===== src/verilog/obj_pkg.sv =====
// Sprite line renderer shared types, FSM states and bus widths
package obj_pkg;

    localparam int ROM_AW = 18;                 // Word address, bank on top of offset
    localparam int BUF_AW = 9;                  // One scan line of buffer
    localparam logic [3:0] COLOR_TRANSP = 4'hF; // Never written

    // One sprite attribute table entry
    typedef struct packed {
        logic [8:0]        top;     // First line covered
        logic [7:0]        height;  // Lines covered
        logic [BUF_AW-1:0] xpos;
        logic [15:0]       base;    // ROM word offset of row 0
        logic [7:0]        pitch;   // Words per row
        logic [1:0]        bank;
        logic [1:0]        prio;
        logic              shadow;
        logic [6:0]        pal;
        logic [4:0]        hzoom;
        logic              hflip;
        logic              backwd;  // Draw leftward from xpos
        logic              eol;     // End of list, entry itself skipped
    } obj_entry_t;

    // Draw command, scanner to drawer
    typedef struct packed {
        logic [BUF_AW-1:0] xpos;
        logic [15:0]       offset;  // Word offset of the row on this line
        logic [1:0]        bank;
        logic [1:0]        prio;
        logic              shadow;
        logic [6:0]        pal;
        logic [4:0]        hzoom;
        logic              hflip;
        logic              backwd;
    } obj_cmd_t;

    typedef struct packed {
        logic [6:0] pal;
        logic       shadow;
        logic [1:0] prio;
        logic [3:0] color;
    } obj_pixel_t;

    // Cleared buffer word
    localparam obj_pixel_t PIX_CLEAR = '{pal: 7'd0, shadow: 1'b0, prio: 2'd0,
                                         color: COLOR_TRANSP};

    typedef enum logic [2:0] {S_IDLE, S_READ, S_CHECK, S_ISSUE, S_WAIT, S_DONE} scan_state_t;

    typedef enum logic [1:0] {D_IDLE, D_FETCH, D_DRAW} draw_state_t;

endpackage


===== src/verilog/obj_scan.sv =====
// Sprite scanner, walks the attribute table and issues draw commands for the next line
`timescale 1ns/1ns

module obj_scan #(
    parameter int OBJ_COUNT = 16
) (
    input  logic                           clk,
    input  logic                           rst,
    input  logic                           hstart,
    input  logic [8:0]                     vrender,
    input  logic                           tbl_we,
    input  logic [$clog2(OBJ_COUNT)-1:0]   tbl_addr,
    input  obj_pkg::obj_entry_t            tbl_din,
    input  logic                           busy,
    output logic                           start,
    output obj_pkg::obj_cmd_t              cmd
);

    localparam int IDX_W = $clog2(OBJ_COUNT);

    obj_pkg::obj_entry_t  tbl [OBJ_COUNT];  // Attribute table RAM
    obj_pkg::obj_entry_t  ent;              // Entry under test
    obj_pkg::scan_state_t state;
    logic [IDX_W-1:0]     idx;              // Entry index
    logic [8:0]           line;             // Line being prepared
    logic [8:0]           row;              // Row of the sprite on that line
    logic                 on_line;
    logic                 last_idx;
    logic [15:0]          row_offset;

    // Write port from the host, scan read port registered
    always_ff @(posedge clk) begin
        if (tbl_we) begin
            tbl[tbl_addr] <= tbl_din;
        end
        ent <= tbl[idx];
    end

    assign row        = line - ent.top;              // Wraps high when above top
    assign on_line    = row < {1'b0, ent.height};
    assign row_offset = ent.base + 16'(ent.pitch) * 16'(row[7:0]);
    assign last_idx   = idx == IDX_W'(OBJ_COUNT - 1);

    // Entry walk, 2 cycles per entry plus the wait on the drawer
    always_ff @(posedge clk or posedge rst) begin
        if (rst) begin
            state <= obj_pkg::S_IDLE;
            idx   <= '0;
            start <= 1'b0;
        end else if (hstart) begin
            state <= obj_pkg::S_READ;                 // New line from entry 0
            idx   <= '0;
            start <= 1'b0;
        end else begin
            start <= 1'b0;                            // Single cycle pulse
            case (state)
                obj_pkg::S_READ: begin
                    state <= obj_pkg::S_CHECK;        // RAM data ready next cycle
                end
                obj_pkg::S_CHECK: begin
                    if (ent.eol) begin
                        state <= obj_pkg::S_DONE;
                    end else if (on_line) begin
                        state <= obj_pkg::S_ISSUE;
                    end else if (last_idx) begin
                        state <= obj_pkg::S_DONE;
                    end else begin
                        idx   <= idx + 1'b1;
                        state <= obj_pkg::S_READ;
                    end
                end
                obj_pkg::S_ISSUE: begin
                    // Drawer free and no start of ours still in flight
                    if (!busy && !start) begin
                        start <= 1'b1;
                        state <= obj_pkg::S_WAIT;
                    end
                end
                obj_pkg::S_WAIT: begin
                    if (last_idx) begin
                        state <= obj_pkg::S_DONE;
                    end else begin
                        idx   <= idx + 1'b1;          // Scan on while the drawer works
                        state <= obj_pkg::S_READ;
                    end
                end
                obj_pkg::S_IDLE, obj_pkg::S_DONE: begin
                    state <= state;                   // Hold until hstart
                end
                default: state <= obj_pkg::S_IDLE;
            endcase
        end
    end

    // Line latch and command build
    always_ff @(posedge clk) begin
        if (hstart) begin
            line <= vrender;
        end
        if (state == obj_pkg::S_CHECK && on_line) begin
            cmd.xpos   <= ent.xpos;
            cmd.offset <= row_offset;
            cmd.bank   <= ent.bank;
            cmd.prio   <= ent.prio;
            cmd.shadow <= ent.shadow;
            cmd.pal    <= ent.pal;
            cmd.hzoom  <= ent.hzoom;
            cmd.hflip  <= ent.hflip;
            cmd.backwd <= ent.backwd;
        end
    end

endmodule


===== config.mk =====
export PLATFORM = sky130hd
export DESIGN_NAME = obj_scan
export DESIGN_NICKNAME = d
export VERILOG_FILES = /design/src/verilog/obj_pkg.sv /design/src/verilog/obj_scan.sv
export SDC_FILE = /design/constraint.sdc
export NUM_CORES = 1
export LEC_CHECK = 0
export BUFFER_PORTS_ARGS = -buffer_cell sky130_fd_sc_hd__buf_2
export CAP_MARGIN = 10
export CORE_MARGIN = 8
export CORE_UTILIZATION = 35
export CTS_BUF_LIST = sky130_fd_sc_hd__clkbuf_8 sky130_fd_sc_hd__clkbuf_16
export CTS_CLUSTER_DIAMETER = 50
export DETAILED_ROUTE_END_ITERATION = 10
export RECOVER_POWER = 50
export SLEW_MARGIN = 20
export SYNTH_ARGS = -nofsm -noshare
export SYNTH_HDL_FRONTEND = slang
export SYNTH_SLANG_ARGS = --single-unit

===== constraint.sdc =====
create_clock -name clk -period 5.3 [get_ports clk]
set_input_delay 0.265 -clock clk [delete_from_list [all_inputs] [get_ports clk]]
set_output_delay 0.265 -clock clk [all_outputs]
set_load 0.01 [all_outputs]

==> impl_metrics.ini <==
[logic_synthesis]
yosys-top-cells-area = edfxtp_1 (72%), mux4_2 (12%), mux4_1 (4.4%)
synth_nets = 2308
avgSynthCellArea_um2 = 23.16
ys_types = 51
synthDominantCellAreaShare = 0.7184
syn_area_um2 = 49030
synth_seq_cells = 1251
async_reset_ff_frac = 0.006395
ys.warnings.count = 0
synth_edf_count = 1173
synth.largest_area_cell = edfxtp_1
synth_cells = 2117
yosysSeqAreaShare = 0.7510
ys.flop_type = edfxtp_1

[critical_path]
rr_endpoint = cmd[33]
reg2reg_slack_ns = -0.12
path_cells = ha_1 > nor2b_1 > o21ai_1 > a21boi_2 > o21ai_2 > nor2b_4 > xnor2_4 > and2_4 > fa_1 > fa_1 > fa_1 > inv_1 > fa_1 > inv_1 > ha_2 > or3_1 > o221a_4 > a221o_1 > a21oi_2 > xnor2_1
critPathMaxFanout = 5
critPathSlowestCell = fa_1
crit_type = reg2reg
cp-start-kind = register
cpPeakStageDelay_ns = 0.56
crit_top_cell = fa_1
worstSetupEndpointType = register
critPathArrivalTime_ns = 5.90
startpoint = line[1]
worstPathRequired_ns = 5.78
r2r_cells = 20
reg2reg_from = line[1]
cp-endpoint = cmd[33]

[clock_tree]
cts_sinks = 1251
cts_root_buffer = clkbuf_16
cts_tree = yes
htree_levels = 4
clk_pin_slew_worst_paths_ns = 0.06
cts_made_buffers = 143
clk_latency_ns = 0.74
cts.path.max_buffers = 3

[run_status]
violations = capacitance limit, slew limit, setup timing
status = finished with violations

[cells_and_area]
final_cell_mix = edfxtp_1 (1,173), mux4_2 (268), clkbuf_16 (143)
syn_to_final_growth_pct = 18.61
postLayoutCoreUtil = 0.4173
layout-drive-gt1-share = 0.2533
instances_no_fill = 4467
n_fill_cell = 11920
nNetsFinal = 2652
final_common_cell = edfxtp_1

[floorplan]
fp.dieArea_um2 = 152300
ios = 133
start_util = 0.3518
core_area_um2 = 139400
row_count = 137
fp.dieH_um = 390.3
die_w_um = 390.3

[pwr]
total_leakage_power_nw = 18.81
p_comb_frac = 0.198
p_int_w = 0.01999
p_clk_frac = 0.377
swShare = 0.2530
pwr-share-seq = 0.425
p_switching_w = 0.006771
p_per_area_nw_per_um2 = 460.2
ir_worst_vdd_mv = 0.7441

[placement]
gp_congestion = 0.7973
dp_cells = 4107
dp_hpwl_mm = 57.04
io_buffers = 132

[timing]
tightest_slew_ns = 5.058
relSlewSlack = -2.372
whs_ns = 0.06065
fin_crit_sh = 1.022
finalSetupViolCount = 5
finalMaxSlewViolations = 86
final.min_clock_period_ns = 5.419
max_freq_mhz = 184.5
clock_skew_ns = 0.03462
rsz0062_at_grt = true
setup_slack_ns = -0.1191
hold_violations = 0

[global_routing]
grt_use_total = 0.1423
overflow = 0
grt_pass1_vias = 23830
grt_max_degree = 89
antenna_found_initial = 14
grt_first_pass_wirelength_mm = 160.2

[routing]
vias = 22250
dr.first_iter.drc_count = 1975
dr.pass1.iters = 5
ant_nets = 0
post_drt_wl_per_cell_um = 24.59
via_per_inst = 4.981
finalWirelength_mm = 109.8
drc = 0

[min_path]
hold_path.class = in2async

[flow_run]
cap_viol_max_count = 3
-- cells in the mapped netlist, types with 6 or more instances --
| cell | instances |
|---|---|
| a21oi_1 | 14 |
| and2_1 | 39 |
| buf_1 | 6 |
| buf_12 | 6 |
| buf_6 | 21 |
| clkbuf_1 | 41 |
| dfrtp_1 | 8 |
| dfxtp_1 | 70 |
| edfxtp_1 | 1173 |
| fa_1 | 51 |
| ha_1 | 52 |
| inv_1 | 118 |
| mux4_1 | 82 |
| mux4_2 | 268 |
| nand2_1 | 23 |
| nand2b_1 | 13 |
| nor2_1 | 31 |
| nor2b_1 | 9 |
| nor3_1 | 9 |
| o21ai_0 | 12 |
| xnor2_1 | 15 |
| xor2_1 | 6 |
-- registers in the layout, indices dropped and copies added (netlist names) --
name / cells
tbl: 1120
ent: 70
cmd: 44
line: 9
idx: 4
state: 3
start: 1
-- timing repair --
action	4_1_cts	5_1_grt
endpoints found under the hold margin	1153	0
gates cloned	0	0
pin swaps	7	21
hold buffers	82	0
resized for setup	21	13
buffers inserted	2	1
setup endpoints to repair	5	6
-- metal layers --
metal / vias to the layer above / track usage / part of all wire
met5: - / 0 / 0.00012
met4: 2 / 0.03680 / 0.020
met3: 152 / 0.03070 / 0.060
met2: 646 / 0.2294 / 0.48
met1: 11920 / 0.1972 / 0.44
li1: 9534 / - / -
-- worst max-delay path: cells and delay by family (launching register included) --
family,cells,cell delay (ns)
adders and majority gates,6,2.43
xor gates and xnor gates,2,0.18
and+or+nand+nor,4,0.90
buffers and inverters,2,0.09
AOI/OAI and AO/OA,6,1.19
DFF,1,0.39
-- area by class of cell --
type	count	area, um2	share of cell area
antenna	9	22.52	0.0003873
clock buffer	151	3689	0.06343
clock inverter	115	1280	0.02201
inverter	119	446.7	0.007681
multi-input combinational	667	11420	0.1964
sequential	1251	36840	0.6335
tap	1876	2347	0.04036
timing repair buffer	279	2107	0.03623
-- through the flow --
stage | setup slack (ns) | TNS (ns) | total power (W) | instance area, um2
6_report | -0.1191 | -0.2620 | 0.02676 | 58150
2_1_floorplan | 0.02833 | 0 | 0.01461 | 49080
4_1_cts | -0.09407 | -0.1843 | 0.02663 | 58200
3_5_place_dp | -0.2149 | -0.7802 | 0.01614 | 52330
5_1_grt | -0.3096 | -1.413 | 0.02795 | 58130
3_3_place_gp | -0.1566 | -0.5842 | 0.01596 | 52330
-- cell families (layout without fill, tap and decap cells) --
family	Yosys count	after routing	synth area share
flip-flops	1251	1251	0.7510
multiplexers	351	351	0.1672
buffers and inverters	199	664	0.02161
AND/OR/NAND/NOR	141	141	0.01503
adder cells (fa/ha/maj)	103	103	0.03409
AO/OA/AOI/OAI	50	50	0.006890
XOR/XNOR	22	22	0.004083
other	0	9	0
-- power groups by stage --
stage,Combinational [W],Clock [W],Sequential [W]
floorplan,0.00306,0,0.0115
global placement,0.00439,0,0.0116
detailed placement,0.00455,0,0.0116
CTS,0.00494,0.0103,0.0114
global route,0.00585,0.0107,0.0114
finish,0.00531,0.0101,0.0114
-- how the worst min path moves through the flow --
stage               start  cells after the start  endpoint  slack, ns
floorplan             rst                      1    idx[0]       0.08
global placement      rst                      2     start       0.24
detailed placement    rst                      2     start       0.25
CTS                   rst                      3  state[1]       0.02
global route          rst                      3    idx[3]       0.07
finish                rst                      3    idx[2]       0.06
Note: power is estimated with default switching activity, not from simulation.
