**src/verilog/obj_pkg.sv**
```systemverilog
// Sprite line renderer shared types, FSM states and bus widths
package obj_pkg;

    localparam int ROM_AW = 18;                 // Word address, bank on top of offset
    localparam int BUF_AW = 9;                  // One scan line of buffer
    localparam logic [3:0] COLOR_TRANSP = 4'hF; // Never written

    // One sprite attribute table entry
    typedef struct packed {
        logic [8:0]        top;     // First line covered
        logic [7:0]        height;  // Lines covered
        logic [BUF_AW-1:0] xpos;
        logic [15:0]       base;    // ROM word offset of row 0
        logic [7:0]        pitch;   // Words per row
        logic [1:0]        bank;
        logic [1:0]        prio;
        logic              shadow;
        logic [6:0]        pal;
        logic [4:0]        hzoom;
        logic              hflip;
        logic              backwd;  // Draw leftward from xpos
        logic              eol;     // End of list, entry itself skipped
    } obj_entry_t;

    // Draw command, scanner to drawer
    typedef struct packed {
        logic [BUF_AW-1:0] xpos;
        logic [15:0]       offset;  // Word offset of the row on this line
        logic [1:0]        bank;
        logic [1:0]        prio;
        logic              shadow;
        logic [6:0]        pal;
        logic [4:0]        hzoom;
        logic              hflip;
        logic              backwd;
    } obj_cmd_t;

    typedef struct packed {
        logic [6:0] pal;
        logic       shadow;
        logic [1:0] prio;
        logic [3:0] color;
    } obj_pixel_t;

    // Cleared buffer word
    localparam obj_pixel_t PIX_CLEAR = '{pal: 7'd0, shadow: 1'b0, prio: 2'd0,
                                         color: COLOR_TRANSP};

    typedef enum logic [2:0] {S_IDLE, S_READ, S_CHECK, S_ISSUE, S_WAIT, S_DONE} scan_state_t;

    typedef enum logic [1:0] {D_IDLE, D_FETCH, D_DRAW} draw_state_t;

endpackage

```
**src/verilog/obj_draw.sv**
```systemverilog
// Sprite drawer, fetches ROM words and writes zoomed, flipped pixels to the line buffer
`timescale 1ns/1ns

module obj_draw #(
    parameter logic [obj_pkg::BUF_AW-1:0] BUF_LEFT = 9'h94
) (
    input  logic                        clk,
    input  logic                        rst,
    input  logic                        hstart,
    input  logic                        start,
    input  obj_pkg::obj_cmd_t           cmd,
    output logic                        busy,
    output logic                        rom_cs,
    output logic [obj_pkg::ROM_AW-1:0]  rom_addr,
    input  logic                        rom_ok,
    input  logic [31:0]                 rom_data,
    output logic                        bf_we,
    output logic [obj_pkg::BUF_AW-1:0]  bf_addr,
    output obj_pkg::obj_pixel_t         bf_data
);

    obj_pkg::draw_state_t         state;
    obj_pkg::obj_cmd_t            cq;       // Latched command
    logic [15:0]                  word;     // Current ROM word offset
    logic [31:0]                  pxl;      // Pixel shifter
    logic [2:0]                   cnt;      // Pixel within word
    logic [5:0]                   hzacc;    // Zoom accumulator
    logic [6:0]                   hz_sum;
    logic                         hz_skip;  // Pixel eaten by zoom
    logic [obj_pkg::BUF_AW-1:0]   xcur;     // Next buffer address
    logic [obj_pkg::BUF_AW-1:0]   xstep;
    logic                         fresh;    // First cycle of a request
    logic [3:0]                   pix_c;
    logic                         transp;
    logic                         lim_lo;
    logic                         lim_hi;
    logic                         take_cmd;
    logic                         take_word;
    logic                         drawing;
    logic                         put_pix;
    logic                         hit_lim;
    logic                         word_end;

    assign rom_addr = {cq.bank, word};

    // Top nibble first, bottom first when flipped
    assign pix_c  = cq.hflip ? pxl[3:0] : pxl[31:28];
    assign transp = pix_c == obj_pkg::COLOR_TRANSP;

    assign hz_sum  = {1'b0, hzacc} + {2'b00, cq.hzoom};
    assign hz_skip = hz_sum[6];                          // Carry out drops the pixel

    assign xstep  = cq.backwd ? '1 : obj_pkg::BUF_AW'(1);  // -1 or +1
    assign lim_lo = cq.backwd && (xcur < BUF_LEFT);       // Left of the visible area
    assign lim_hi = !cq.backwd && (xcur == '1);           // Last column, stop after it

    assign take_cmd  = (state == obj_pkg::D_IDLE) && start;
    assign take_word = (state == obj_pkg::D_FETCH) && rom_cs && rom_ok && !fresh;
    assign drawing   = state == obj_pkg::D_DRAW;
    assign put_pix   = drawing && !hz_skip && !lim_lo;
    assign hit_lim   = drawing && !hz_skip && (lim_lo || lim_hi);
    assign word_end  = drawing && (cnt == 3'd7);

    // Control FSM
    always_ff @(posedge clk or posedge rst) begin
        if (rst) begin
            state  <= obj_pkg::D_IDLE;
            busy   <= 1'b0;
            rom_cs <= 1'b0;
            bf_we  <= 1'b0;
            fresh  <= 1'b0;
        end else if (hstart) begin
            state  <= obj_pkg::D_IDLE;                  // Line over, drop the sprite
            busy   <= 1'b0;
            rom_cs <= 1'b0;
            bf_we  <= 1'b0;
            fresh  <= 1'b0;
        end else begin
            bf_we <= put_pix && !transp;                // F is never written
            fresh <= 1'b0;
            case (state)
                obj_pkg::D_IDLE: begin
                    if (start) begin
                        busy   <= 1'b1;
                        rom_cs <= 1'b1;
                        fresh  <= 1'b1;
                        state  <= obj_pkg::D_FETCH;
                    end
                end
                obj_pkg::D_FETCH: begin
                    if (take_word) begin
                        rom_cs <= 1'b0;
                        state  <= obj_pkg::D_DRAW;
                    end
                end
                obj_pkg::D_DRAW: begin
                    if (hit_lim || (word_end && transp)) begin
                        busy  <= 1'b0;                  // Edge reached or sprite ended
                        state <= obj_pkg::D_IDLE;
                    end else if (word_end) begin
                        rom_cs <= 1'b1;                 // Next word
                        fresh  <= 1'b1;
                        state  <= obj_pkg::D_FETCH;
                    end
                end
                default: state <= obj_pkg::D_IDLE;
            endcase
        end
    end

    // Data path
    always_ff @(posedge clk) begin
        if (take_cmd) begin
            cq    <= cmd;
            word  <= cmd.offset;
            xcur  <= cmd.xpos;
            hzacc <= {cmd.hzoom[3:0], 2'b00};
        end
        if (take_word) begin
            pxl <= rom_data;
            cnt <= '0;
        end
        if (drawing) begin
            pxl   <= cq.hflip ? (pxl >> 4) : (pxl << 4);
            cnt   <= cnt + 1'b1;
            hzacc <= hz_sum[5:0];
        end
        if (word_end) begin
            word <= word + (cq.hflip ? 16'hFFFF : 16'h0001);  // Flip walks words down
        end
        if (put_pix) begin
            bf_addr <= xcur;
            bf_data <= '{pal: cq.pal, shadow: cq.shadow, prio: cq.prio, color: pix_c};
            xcur    <= xcur + xstep;
        end
    end

endmodule

```
**config.mk**
```make
export PLATFORM = sky130hd
export DESIGN_NAME = obj_draw
export DESIGN_NICKNAME = d
export VERILOG_FILES = /design/src/verilog/obj_pkg.sv /design/src/verilog/obj_draw.sv
export SDC_FILE = /design/constraint.sdc
export NUM_CORES = 1
export LEC_CHECK = 0
export ABC_CLOCK_PERIOD_IN_PS = 6100
export BUFFER_PORTS_ARGS = -buffer_cell sky130_fd_sc_hd__buf_2
export CAP_MARGIN = 20
export CORE_ASPECT_RATIO = 2
export CORE_MARGIN = 4
export CORE_UTILIZATION = 30
export CTS_BUF_LIST = sky130_fd_sc_hd__clkbuf_4 sky130_fd_sc_hd__clkbuf_8
export DETAILED_ROUTE_END_ITERATION = 16
export GPL_TIMING_DRIVEN = 0
export PLACE_DENSITY = 0.54
export SLEW_MARGIN = 10
export SYNTH_ARGS = -nofsm -noshare
export SYNTH_HDL_FRONTEND = slang
export SYNTH_SLANG_ARGS = --single-unit
```
**constraint.sdc**
```tcl
create_clock -name clk -period 6.1 [get_ports clk]
set_clock_uncertainty 0.2 [all_clocks]
set_input_delay 1.22 -clock clk [delete_from_list [all_inputs] [get_ports clk]]
set_output_delay 1.22 -clock clk [all_outputs]
set_load 0.005 [all_outputs]
```
==> results.yml <==
run_status:
  run_status: "finished, final reports clean"
clocking:
  cts_htree_levels: 4
  cts.path.max_buffers: 2
  cts_inserted_buffers: 17
  clkTransAtPathRegs_ns: 0.08
  clockRootBuffer: "clkbuf_8"
  hold_buffers: 0
  clk_latency_ns: 0.44
  cts_setup_buffers: 0
  cts_resized: 0
  cts_tree: "built"
  cts.sinks: 114
timing:
  setup_viol: 0
  rsz0062_at_grt: "no"
  finalHoldViolCount: 0
  fmax_mhz: 300
  slew-limit-headroom_pct: 39.0
  finalCriticalPeriod_ns: 3.34
  drv_slew: 0
  fin_crit_sh_pct: 54.7
  worst_pin_slew_ns: 0.914
  tns_ns: 0
drt:
  drt_drc_violations_left: 0
  avgRoutedWirePerCell_um: 16.4
  vias: 4412
  drt-pass1-iter-count: 4
  drt-initial-drc-count: 209
  wl_um: 15200
  ant_nets: 0
  vias_per_cell: 4.76
worst_setup_path:
  max_stage_delay_ns: 0.43
  critical-path-top-delay-family: "buffers and inverters"
  crit_type: "reg -> reg"
  cp-start-kind: "flop"
  path_cells: "ha_1 -> fa_1 -> a211oi_1 -> o21bai_1 -> a21oi_1 -> nand2b_1 -> buf_2 -> inv_1 -> buf_16 -> mux2_2"
  crit_fanout: 18
  arrival_ns: 3.33
  endpoint_kind: "flop"
  cp.buffers_inverters: 3
  crit_slowest_cell: "fa_1"
  required_ns: 6.09
place:
  gp_congestion: 0.811
  dp_hpwl_um: 11500
  dpl_cell_area_um2: 6810
  io_buffers: 124
global_routing:
  antenna_found_initial: 1
  grt_util_all_layers_pct: 14.0
  grt_max_degree: 36
  grt_overflow: 0
  grt_pass1_vias: 4599
  grt_pass1_wl_um: 23400
layout:
  nets: 766
  design_area_um2: 7300
  syn_to_final_growth_pct: 24.6
  drive_gt1_share_pct: 25.7
  n_fill_cell: 1978
die:
  die_x_um: 107
  dieArea_um2: 22000
  pin_count: 125
  initial_core_util_pct: 30.4
  core-area_um2: 19300
  core.rowCount: 72
  fp.dieH_um: 206
logic_synthesis:
  ys_warn_count: 0
  async_reset_ff_share_pct: 5.26
  ys_types: 46
  yosys.area.top_type: "edfxtp_1"
  yosysMostFrequentCell: "edfxtp_1"
  ys.flop_type: "edfxtp_1"
  ys_seq_area_share_pct: 57.9
  syn_avg_cell_area_um2: 11.5
  syn_nets: 622
  synth_top_cells_by_count: "108 x edfxtp_1, 87 x nand2_1, 62 x o21ai_0, 28 x ha_1, 26 x mux2i_1"
  yosys.area.top_type_share_pct: 55.3
  synth_edf_count: 108
  synth-seq-cells: 114
  synth.area.top_cells: "edfxtp_1 55%, ha_1 6.0%, nand2_1 5.6%, o21ai_0 5.3%, mux2i_1 4.4%"
  syn_inst: 510
  syn-cell-area_um2: 5860
power:
  p_per_area_nw_per_um2: 278
  peakVddDrop_v: 0.000163
  p_leak_uw: 0.00306
  total_power_uw: 2030
worst_hold_path:
  hold_class: "reg -> reg"
run:
  cap_viol_max_count: 0
-- through the flow --
stage | utilization (%) | hold slack (ns) | worst slack (ns) | std cells
after floorplan | - | 0.200 | 3.03 | 510
after global placement | 35.3 | 0.201 | 2.51 | 893
after detailed placement | 35.3 | 0.205 | 2.46 | 893
after CTS | 37.7 | 0.218 | 2.45 | 924
after global routing | 37.9 | 0.231 | 2.52 | 926
final | 37.9 | 0.217 | 2.76 | 926
-- layout by cell type, fill, tap and decap left out, types with 9 or more instances in the layout --
cell type	Yosys	routed
o21ai_0	62	62
nor2_1	20	20
clkbuf_8	0	17
inv_1	13	13
nand2_1	87	86
edfxtp_1	108	108
a21oi_1	22	22
xor2_1	9	9
clkbuf_1	13	13
xnor2_1	12	12
mux2i_1	26	26
buf_2	4	128
ha_1	28	28
-- power breakdown --
part	internal, uW	switching, uW	leakage (uW)
clock	492	353	0.000228
combinational	115	143	0.00175
sequential	900	23.8	0.00108
-- flip-flops by register name, summed over array words and instances, names as in the netlist --
signal,count
xcur,9
bf_addr,9
bf_data,14
rom_cs,1
cq,17
rom_addr,2
bf_we,1
word,16
busy,1
pxl,32
hzacc,6
cnt,3
fresh,1
state,2
-- area by class of cell --
type,instances,area (um2),share of cell area [%]
diodes,1,2.50,0.0343
plain buffers,23,98.8,1.35
clock buffers,17,234,3.21
clock inverters,14,228,3.12
inverters,13,48.8,0.669
multi-input cells,360,2320,31.8
flip-flops and latches,114,3390,46.5
well taps,259,324,4.44
repair buffers,125,648,8.88
-- cell families after synthesis --
| family | after synthesis | synth area share (%) |
|---|---|---|
| DFF | 114 | 57.9 |
| buffers and inverters | 36 | 2.52 |
| adders and majority gates | 31 | 7.00 |
| xor gates and xnor gates | 21 | 3.14 |
| and+or+nand+nor | 151 | 11.5 |
| muxes | 32 | 5.59 |
| AOI/OAI and AO/OA | 125 | 12.3 |
-- metal layers --
| metal | track usage [%] | wire length [um] | vias to the layer above |
|---|---|---|---|
| met5 | 0 | 0 | - |
| met1 | 14.0 | 5550 | 2117 |
| met2 | 26.5 | 8580 | 111 |
| li1 | - | - | 2158 |
| met4 | 6.68 | 453 | 0 |
| met3 | 3.45 | 593 | 26 |
-- path summary, 6_finish.rpt --
kind,startpoint,end,slack [ns],cells after the start
min in group asynchronous,rst,bf_we,0.49,2
min,cq[10],bf_data[10],0.22,0
max reg2reg,cq[2],xcur[6],2.76,10
max,cq[2],xcur[6],2.76,10
min reg2reg,cq[10],bf_data[10],0.22,0
max in group asynchronous,rst,busy,5.01,2
No activity file was read; power rests on OpenSTA's default activity.
